<file path="src/logic/nettlp_cmd_pkg.sv">
`default_nettype none

package nettlp_cmd_pkg;

	typedef logic [7:0] opcode_t;
	typedef logic [7:0] dwaddr_t;
	typedef logic [31:0] reg_data_t;
	typedef logic [47:0] mac_t;
	typedef logic [31:0] ip_t;
	typedef logic [15:0] port_t;

	// Command payload as carried in the UDP datagram.
	typedef struct packed {
		logic [15:0] udp_check;
		opcode_t opcode;
		dwaddr_t dwaddr;
		reg_data_t data; // Network byte order.
	} cmd_pkt_t;

	typedef struct packed {
		logic data_valid;
		cmd_pkt_t pkt;
	} fifo_cmd_t;

	typedef struct packed {
		reg_data_t magic;
		mac_t dstmac;
		mac_t srcmac;
		ip_t dstip;
		ip_t srcip;
		port_t dstport;
		port_t srcport;
	} adapter_regs_t;

	localparam opcode_t NETTLP_OPC_REG_RD = 8'h01;
	localparam opcode_t NETTLP_OPC_REG_WR = 8'h02;

	localparam dwaddr_t ADAPTER_REG_MAGIC = 8'd0;
	localparam dwaddr_t ADAPTER_REG_DSTMAC_LOW = 8'd1;
	localparam dwaddr_t ADAPTER_REG_DSTMAC_HIGH = 8'd2;
	localparam dwaddr_t ADAPTER_REG_SRCMAC_LOW = 8'd3;
	localparam dwaddr_t ADAPTER_REG_SRCMAC_HIGH = 8'd4;
	localparam dwaddr_t ADAPTER_REG_DSTIP = 8'd5;
	localparam dwaddr_t ADAPTER_REG_SRCIP = 8'd6;
	localparam dwaddr_t ADAPTER_REG_DSTPORT = 8'd7;
	localparam dwaddr_t ADAPTER_REG_SRCPORT = 8'd8;

	localparam adapter_regs_t ADAPTER_REGS_RESET = '{
		magic: 32'h01_23_45_67,
		dstmac: 48'hff_ff_ff_ff_ff_ff,
		srcmac: 48'h00_11_22_33_44_55,
		dstip: {8'd192, 8'd168, 8'd10, 8'd3},
		srcip: {8'd192, 8'd168, 8'd10, 8'd1},
		dstport: 16'h3776,
		srcport: 16'h3776
	};

	localparam int BUBBLE_WORDS = 5; // Zero words after each reply.

	localparam int CMD_FIFO_DEPTH_LOG2 = 3;
	localparam int REPLY_FIFO_DEPTH_LOG2 = 4;

endpackage

`default_nettype wire

</file>
<file path="src/logic/cmd_fifo.sv">
`timescale 1ns/100ps
`default_nettype none

module cmd_fifo
	import nettlp_cmd_pkg::*;
#(
	parameter int depth_log2 = 3
) (
	input wire clk,
	input wire rst,

	input wire wr_en,
	input wire fifo_cmd_t din,
	output logic full,

	input wire rd_en,
	output fifo_cmd_t dout,
	output logic empty
);

fifo_cmd_t mem [0:(1 << depth_log2) - 1];
logic [depth_log2-1:0] wr_ptr;
logic [depth_log2-1:0] rd_ptr;
logic [depth_log2:0] count;
logic [depth_log2:0] count_next;
logic do_wr;
logic do_rd;

assign do_wr = wr_en && !full;
assign do_rd = rd_en && !empty;
assign dout = mem[rd_ptr]; // Head word falls through.

always_comb begin
	count_next = count;
	if (do_wr && !do_rd)
		count_next = count + 1'b1;
	else if (do_rd && !do_wr)
		count_next = count - 1'b1;
end

always_ff @(posedge clk) begin
	if (do_wr)
		mem[wr_ptr] <= din;
end

always_ff @(posedge clk) begin
	if (rst) begin
		wr_ptr <= '0;
		rd_ptr <= '0;
		count <= '0;
		full <= 1'b0;
		empty <= 1'b1;
	end else begin
		if (do_wr)
			wr_ptr <= wr_ptr + 1'b1;
		if (do_rd)
			rd_ptr <= rd_ptr + 1'b1;
		count <= count_next;
		full <= count_next[depth_log2]; // Top bit only set at full depth.
		empty <= (count_next == '0);
	end
end

endmodule

`default_nettype wire

</file>
<file path="src/logic/nettlp_cmd_core.sv">
`timescale 1ns/100ps
`default_nettype none

module nettlp_cmd_core
	import nettlp_cmd_pkg::*;
(
	input wire clk,
	input wire rst,

	// Command side.
	output logic cmd_rd_en,
	input wire cmd_empty,
	input wire fifo_cmd_t cmd_dout,

	// Reply side.
	output logic reply_wr_en,
	input wire reply_full,
	output fifo_cmd_t reply_din,

	output adapter_regs_t regs
);

typedef enum logic [2:0] {
	IDLE,
	DECODE_READ,
	DECODE_WRITE,
	SEND,
	BUBBLE,
	APPLY
} state_t;

state_t state;
fifo_cmd_t cmd;
logic [2:0] bubble_cnt;
logic capture;
logic addr_ok;
reg_data_t rd_data;
reg_data_t wr_data;

function automatic reg_data_t swap32(input reg_data_t d);
	return {d[7:0], d[15:8], d[23:16], d[31:24]};
endfunction

// Guard against the cycle in which the pop is still in flight.
assign capture = (state == IDLE) && !cmd_empty && !cmd_rd_en;

assign wr_data = swap32(cmd.pkt.data);

// Register read mux, already in network order.
always_comb begin
	addr_ok = 1'b1;
	rd_data = '0;
	case (cmd.pkt.dwaddr)
		ADAPTER_REG_MAGIC:
			rd_data = swap32(regs.magic);
		ADAPTER_REG_DSTMAC_LOW:
			rd_data = swap32(regs.dstmac[31:0]);
		ADAPTER_REG_DSTMAC_HIGH:
			rd_data = swap32({16'h0, regs.dstmac[47:32]}); // Upper two bytes only.
		ADAPTER_REG_SRCMAC_LOW:
			rd_data = swap32(regs.srcmac[31:0]);
		ADAPTER_REG_SRCMAC_HIGH:
			rd_data = swap32({16'h0, regs.srcmac[47:32]});
		ADAPTER_REG_DSTIP:
			rd_data = swap32(regs.dstip);
		ADAPTER_REG_SRCIP:
			rd_data = swap32(regs.srcip);
		ADAPTER_REG_DSTPORT:
			rd_data = swap32({16'h0, regs.dstport});
		ADAPTER_REG_SRCPORT:
			rd_data = swap32({16'h0, regs.srcport});
		default:
			addr_ok = 1'b0;
	endcase
end

// Captured command, turned into the reply in place.
always_ff @(posedge clk) begin
	if (capture) begin
		cmd <= cmd_dout;
	end else if (state == DECODE_READ) begin
		cmd.pkt.udp_check <= '0; // No checksum.
		cmd.pkt.data <= rd_data;
	end
end

always_comb begin
	reply_wr_en = 1'b0;
	reply_din = '0;
	if (state == SEND && !reply_full) begin
		reply_wr_en = 1'b1;
		reply_din = cmd;
	end else if (state == BUBBLE && !reply_full) begin
		reply_wr_en = 1'b1; // Zero word.
	end
end

always_ff @(posedge clk) begin
	if (rst) begin
		state <= IDLE;
		cmd_rd_en <= 1'b0;
		bubble_cnt <= '0;
		regs <= ADAPTER_REGS_RESET;
	end else begin
		cmd_rd_en <= 1'b0;

		case (state)
			IDLE: begin
				if (capture) begin
					cmd_rd_en <= 1'b1;
					if (cmd_dout.data_valid) begin
						if (cmd_dout.pkt.opcode == NETTLP_OPC_REG_RD)
							state <= DECODE_READ;
						else if (cmd_dout.pkt.opcode == NETTLP_OPC_REG_WR)
							state <= DECODE_WRITE;
					end
				end
			end
			DECODE_READ: begin
				bubble_cnt <= '0;
				state <= addr_ok ? SEND : IDLE;
			end
			DECODE_WRITE: begin
				state <= addr_ok ? APPLY : IDLE;
			end
			SEND: begin
				if (!reply_full)
					state <= BUBBLE;
			end
			BUBBLE: begin
				if (!reply_full) begin
					bubble_cnt <= bubble_cnt + 1'b1;
					if (bubble_cnt == 3'(BUBBLE_WORDS - 1))
						state <= IDLE;
				end
			end
			APPLY: begin
				state <= IDLE;
				case (cmd.pkt.dwaddr)
					ADAPTER_REG_DSTMAC_LOW:
						regs.dstmac[31:0] <= wr_data;
					ADAPTER_REG_DSTMAC_HIGH:
						regs.dstmac[47:32] <= wr_data[15:0];
					ADAPTER_REG_SRCMAC_LOW:
						regs.srcmac[31:0] <= wr_data;
					ADAPTER_REG_SRCMAC_HIGH:
						regs.srcmac[47:32] <= wr_data[15:0];
					ADAPTER_REG_DSTIP:
						regs.dstip <= wr_data;
					ADAPTER_REG_SRCIP:
						regs.srcip <= wr_data;
					ADAPTER_REG_DSTPORT:
						regs.dstport <= wr_data[15:0];
					ADAPTER_REG_SRCPORT:
						regs.srcport <= wr_data[15:0];
					default: begin
						// Magic is read-only.
					end
				endcase
			end
			default: begin
				state <= IDLE;
			end
		endcase
	end
end

endmodule

`default_nettype wire

</file>
<file path="src/logic/nettlp_cmd_top.sv">
`timescale 1ns/100ps
`default_nettype none

module nettlp_cmd_top
	import nettlp_cmd_pkg::*;
(
	input wire clk,
	input wire rst,

	input wire cmd_wr_en,
	input wire fifo_cmd_t cmd_din,
	output logic cmd_full,

	input wire reply_rd_en,
	output fifo_cmd_t reply_dout,
	output logic reply_empty,

	output adapter_regs_t regs
);

logic cmd_rd_en;
logic cmd_empty;
fifo_cmd_t cmd_dout;
logic reply_wr_en;
logic reply_full;
fifo_cmd_t reply_din;

cmd_fifo #(
	.depth_log2(CMD_FIFO_DEPTH_LOG2)
) cmd_fifo_i (
	.clk(clk),
	.rst(rst),
	.wr_en(cmd_wr_en),
	.din(cmd_din),
	.full(cmd_full),
	.rd_en(cmd_rd_en),
	.dout(cmd_dout),
	.empty(cmd_empty)
);

nettlp_cmd_core nettlp_cmd_core_i (
	.clk(clk),
	.rst(rst),
	.cmd_rd_en(cmd_rd_en),
	.cmd_empty(cmd_empty),
	.cmd_dout(cmd_dout),
	.reply_wr_en(reply_wr_en),
	.reply_full(reply_full),
	.reply_din(reply_din),
	.regs(regs)
);

// Holds a reply and its bubbles for the network side.
cmd_fifo #(
	.depth_log2(REPLY_FIFO_DEPTH_LOG2)
) reply_fifo_i (
	.clk(clk),
	.rst(rst),
	.wr_en(reply_wr_en),
	.din(reply_din),
	.full(reply_full),
	.rd_en(reply_rd_en),
	.dout(reply_dout),
	.empty(reply_empty)
);

endmodule

`default_nettype wire

</file>
<file path="config.mk">
export PLATFORM = sky130hd
export DESIGN_NAME = nettlp_cmd_top
export DESIGN_NICKNAME = d
export VERILOG_FILES = /design/src/logic/nettlp_cmd_pkg.sv /design/src/logic/cmd_fifo.sv /design/src/logic/nettlp_cmd_core.sv /design/src/logic/nettlp_cmd_top.sv
export SDC_FILE = /design/constraint.sdc
export NUM_CORES = 2
export LEC_CHECK = 0
export BUFFER_PORTS_ARGS = -buffer_cell sky130_fd_sc_hd__buf_2
export CAP_MARGIN = 20
export CORE_ASPECT_RATIO = 1.5
export CORE_MARGIN = 3
export CORE_UTILIZATION = 55
export CTS_CLUSTER_SIZE = 8
export DETAILED_ROUTE_END_ITERATION = 10
export PLACE_DENSITY = 0.78
export SLEW_MARGIN = 25
export SYNTH_ARGS = -nofsm -noshare
export SYNTH_HDL_FRONTEND = slang
export SYNTH_SLANG_ARGS = --single-unit
export TNS_END_PERCENT = 1
</file>
<file path="constraint.sdc">
create_clock -name clk -period 8.8 [get_ports clk]
set_input_delay 0.88 -clock clk [delete_from_list [all_inputs] [get_ports clk]]
set_output_delay 0.88 -clock clk [all_outputs]
set_load 0.01 [all_outputs]
</file>
# Word level (Yosys, flattened, before mapping)
# Memories as Yosys holds them, arrays and structs flattened. A register that Yosys moved wholly into a read port is not among the register bits.
# Cells that the tools add are included.
[word_totals]
mem_bits_rw = 1560
n_memories = 2
out_inout_bits = 291
reg_bits = 291
in_bits = 69
[mem_list]
columns = ["memory", "depth", "width", "rd", "rd_ports_with_merged_regs", "wr", "line_no", "rtl"]
rows = [
  ["reply_fifo_i.mem", 16, 65, 1, 1, 1, "cmd_fifo.sv:21", "fifo_cmd_t mem [0:(1 << depth_log2) - 1];"],
  ["cmd_fifo_i.mem", 8, 65, 1, 1, 1, "cmd_fifo.sv:21", ""],
]
[classes]
n_bitwise = 1
n_eq_ne = 22
reduce_logical = 39
addsub = 9
mux = 34
[op_table]
columns = ["operator", "n"]
rows = [
  ["32-bit one-hot mux with 9 select lines", 1],
  ["65-bit two-way mux", 1],
  ["32-bit two-way mux", 2],
  ["3-bit two-way mux", 11],
  ["8-bit by 3-bit == test with 1-bit output (second input constant)", 4],
  ["16-bit two-way mux", 2],
  ["8-bit by 2-bit == test with 1-bit output (second input constant)", 3],
  ["2-bit AND reduction", 9],
  ["8-bit by 1-bit == test with 1-bit output (second input constant)", 2],
  ["4-bit two-way mux", 4],
  ["3-bit one-hot mux with 5 select lines", 1],
  ["4-bit by 1-bit adder with 4-bit output (second input constant)", 3],
  ["1-bit logical AND", 12],
  ["5-bit two-way mux", 2],
  ["3-bit by 1-bit adder with 3-bit output (second input constant)", 3],
  ["3-bit == test (second input constant)", 3],
  ["1-bit zero test", 9],
  ["9-bit OR reduction", 1],
  ["8-bit by 4-bit == test with 1-bit output (second input constant)", 1],
  ["8-bit zero test", 1],
  ["1-bit two-way mux", 8],
  ["3-bit by 2-bit == test with 1-bit output (second input constant)", 2],
  ["2-bit != test (second input constant)", 3],
  ["3-bit one-hot mux with 2 select lines", 1],
  ["other kinds (14)", 16],
]

# Longest topological paths before layout
[logic_depth]
word_depth = 10
ltp_mapped = 10
ltp_nobuf = 8

# Hierarchy
# Synthesis repeated with hierarchy kept, for this count alone.
[hier_totals]
hier_cells = 3753
hier_area_um2 = 72256.8
[modules_own_cells]
columns = ["mod", "seq_area_each_um2", "instances", "cells_each", "area_per_inst_um2"]
rows = [
  ["cmd_fifo at reply_fifo_i", 31590.3, 1, 1550, 39899.5],
  ["cmd_fifo at cmd_fifo_i", 15895.2, 1, 832, 20150.6],
  ["nettlp_cmd_core", 5935.7, 1, 1371, 12206.7],
]

# Least setup slack after synthesis
# OpenSTA, ideal clock, no wires.
[synth_path]
path_kind = "input port to flip-flop"
start = "input cmd_wr_en"
end = "memory cmd_fifo_i.mem[1][0] (netlist name) (enable)"
t_required_ns = 8.128
arrival_ns = 7.696
setup_slack_ns = 0.433
path_buffers = 0
stages = 2
cell_sequence = "nand2b_1 nor4b_1"
[synth_via]
elab_chain_cells = 3
[synth_lines]
columns = ["item", "line_no", "rtl"]
rows = [
  ["from (decl)", "nettlp_cmd_top.sv:10", "input wire cmd_wr_en,"],
  ["1-bit logical AND", "cmd_fifo.sv:29", "assign do_wr = wr_en && !full;"],
  ["1-bit two-way mux", "cmd_fifo.sv:42", "if (do_wr)"],
  ["1-bit two-way mux (implied by the code)", "cmd_fifo.sv:43", "mem[wr_ptr] <= din;"],
  ["to (decl)", "cmd_fifo.sv:21", ""],
]
# Every way passes these cells.

==> results.json <==
{
  "synthFlopType": "edfxtp_1",
  "yosys_warnings": 0,
  "tightest_slew_ps": 1109,
  "postSynthCellCount": 3843,
  "synth_seq_area_share_pct": 74.43,
  "p_leak_nw": 27.20,
  "vias": 39570,
  "r2r_cells": 5,
  "crit_path_end_kind": "output port",
  "cp_slowest_stage_delay_ps": 740,
  "combPwrFrac_pct": 5.6,
  "hp-start": "cmd_din[11]",
  "ioPinCount": 360,
  "clk_latency_ps": 890,
  "cpMostUsedCell": "mux4_2",
  "min_period_ps": 4900,
  "synth_edf_count": 1625,
  "powerDensity_nw_per_um2": 247.8,
  "hold_buffers": 0,
  "min_period_over_period_pct": 55.68,
  "cp_top_family": "buffers and inverters",
  "grt_overflow": 0,
  "fill_cells": 8409,
  "drv_cap": 0,
  "postCtsSetupBuffers": 0,
  "finalMaxSlewViolations": 0,
  "antenna_found_initial": 38,
  "p_int_mw": 16.08,
  "hpwl_mm": 108.5,
  "crit_required_ps": 7920,
  "rr_endpoint": "reply_fifo_i.mem[15][54]",
  "cp.arrival_ps": 4020,
  "hold_path_class": "in2reg",
  "seqPwrFrac_pct": 48.5,
  "crit_fanout": 44,
  "finalSetupTns_ps": 0,
  "syn-mean-instance-area_sq_um": 18.68,
  "path_depth": 5,
  "numClockSinks": 1856,
  "grt_util_all_layers_pct": 29.54,
  "timing.critical_path.buf_inv": 3,
  "grt_max_degree": 106,
  "setup_violations": 0,
  "drt-met1-wl_mm": 65.80,
  "final_cell_area_sq_um": 82900,
  "io_buffers": 327,
  "grt_pass1_vias": 40290,
  "antenna_left": 0,
  "nets": 4365,
  "drive_above_1_share_pct": 27.52,
  "worstSetupPathType": "reg2out",
  "clock_power_share_pct": 46.0,
  "ir_drop_mv": 0.1900,
  "placed_area_sq_um": 75170,
  "start_kind": "flop",
  "drt_iter0_drc": 4982,
  "synthArstFlopShare_pct": 0,
  "routed_via_density": 6.476,
  "cts-buffers-inserted": 281,
  "coreArea_sq_um": 128900,
  "clockBufferDepth": 4,
  "drt_pass1_iterations": 6,
  "post_cts_resized": 0,
  "max-slew-margin-rel_pct": 25.92,
  "num_rows": 161,
  "p_sw_mw": 4.467,
  "topRoutingLayerUsed": "met5",
  "met3WireLength_mm": 25.86,
  "cts_max_level": 5,
  "cts.clk_slew.worst_paths_ps": 50,
  "die_area_sq_um": 135000,
  "rsz0062_at_grt": "false",
  "start_util_pct": 55.67,
  "synth_cell_type_count": 65,
  "worst-r2r-setup-slack_ps": 4590,
  "synth_area_sq_um": 71770,
  "finalWirelength_mm": 197.5,
  "fmax_ghz": 0.2041,
  "clock_skew_ps": 70.00,
  "hold_slack_ps": 256.0,
  "cts_tree": "done",
  "routed-wl-met2_mm": 95.20,
  "crit-reg2reg-launch": "nettlp_cmd_core_i.state[2]",
  "status": "finished clean",
  "die_y_microns": 448.4,
  "syn2layout_area_growth_pct": 15.51,
  "cpMaxStageDelayCell": "buf_4",
  "path_cells": "buf_12 > buf_4 > mux4_2 > mux4_2 > buf_2",
  "post-route-drc-count": 0,
  "grt_first_pass_wirelength_mm": 283.6,
  "swShare_pct": 21.74,
  "drt-wirelength-per-cell_microns": 32.32,
  "root_buffer": "clkbuf_16",
  "gp_congestion": 0.9303,
  "hold_end": "cmd_fifo_i.mem[1][11]",
  "synth_seq_cells": 1856,
  "finalHoldViolCount": 0,
  "holdPathStages": 1,
  "die_x_microns": 301.0
}
-- worst max-delay path by stage --
stage | startpoint | end | slack, ps
3_3_place_gp | flop | reply_dout[7] | 4600
2_1_floorplan | cmd_wr_en | cmd_fifo_i.mem[1][0] | 430
5_1_grt | flop | reply_dout[7] | 3630
6_report | flop | reply_dout[7] | 3900
3_5_place_dp | flop | reply_dout[7] | 4560
4_1_cts | flop | reply_dout[7] | 3540
-- state kept, by name, indices dropped and copies added, names as in the netlist, named ones only --
signal                        count
cmd_fifo_i.count                  4
cmd_fifo_i.empty                  1
cmd_fifo_i.mem                  520
cmd_fifo_i.rd_ptr                 3
cmd_fifo_i.wr_ptr                 3
nettlp_cmd_core_i.bubble_cnt      3
nettlp_cmd_core_i.cmd            65
nettlp_cmd_core_i.cmd_rd_en       1
nettlp_cmd_core_i.regs          192
nettlp_cmd_core_i.state           3
reply_fifo_i.count                5
reply_fifo_i.empty                1
reply_fifo_i.mem               1040
reply_fifo_i.rd_ptr               4
reply_fifo_i.wr_ptr               4
-- area by class of cell --
cell class	instances	area, sq um	area share (%)
Timing Repair Buffer	406	2306	2.782
Inverter	19	71.32	0.08603
Multi-Input combinational cell	1719	17250	20.81
Tap cell	1711	2141	2.582
Clock inverter	6	60.06	0.07245
Antenna cell	16	40.04	0.04830
Sequential cell	1856	53450	64.47
Clock buffer	377	7584	9.148
-- metal layers --
metal  up-vias  GRT usage (%)
li1      16050              -
met1     20230          36.18
met2      2729          46.64
met3       525          10.71
met4        30          14.99
met5         -              0
-- layout by cell type, fill, tap and decap left out, types with 32 or more instances in the layout --
master	Yosys	final
edfxtp_1	1625	1625
nand2_1	512	511
mux4_2	449	449
buf_2	52	326
clkbuf_16	0	290
dfxtp_1	231	224
a21oi_1	128	128
clkbuf_1	142	87
buf_4	48	74
and2_1	70	69
nand3b_1	68	68
nor2_1	63	48
nor2b_1	35	35
mux2i_1	32	32
a211o_1	32	32
conb_1	2	32
-- per-stage QoR --
stage          cells  total power, mW  utilization (%)  setup slack (ps)
6_report        6110            20.55            64.30              3900
5_1_grt         6101            21.07            64.28              3631
4_1_cts         6092            20.63            64.23              3544
3_5_place_dp    5709            11.25            58.30              4561
3_3_place_gp    5709            11.22            58.30              4596
2_1_floorplan   3873            10.83                -             432.5
-- synth_stat cells, types with 32 or more instances --
cell type	n	area, sq um
buf_4	48	360.4
mux2i_1	32	320.3
a211o_1	32	280.3
nand2_1	512	1922
nand3b_1	68	510.5
nor2_1	63	236.5
buf_2	52	260.3
clkbuf_1	142	533.0
and2_1	70	437.9
edfxtp_1	1625	48800
nor2b_1	35	219.0
mux4_2	449	10110
dfxtp_1	231	4624
a21oi_1	128	640.6
buf_1	34	127.6
-- power groups by stage --
stage                     sequential (mW)  combinational (mW)  clock [mW]
final                                9.96                1.14        9.44
after global routing                 9.96                1.23        9.88
after CTS                            9.97                1.13        9.53
after detailed placement             10.1                1.12           0
after global placement               10.1                1.10           0
after floorplan                      9.91               0.919           0
-- logic make-up after synthesis --
| group | Yosys count | share of synthesized area, % |
|---|---|---|
| flip-flops | 1856 | 74.43 |
| AND/OR/NAND/NOR | 856 | 5.657 |
| multiplexers | 486 | 14.61 |
| AO/OA/AOI/OAI | 312 | 2.883 |
| buffers and inverters | 298 | 1.932 |
| XOR/XNOR | 20 | 0.2441 |
| adder cells (fa/ha/maj) | 13 | 0.2266 |
| other | 2 | 0.01046 |
No activity file was read; power rests on OpenSTA's default activity.
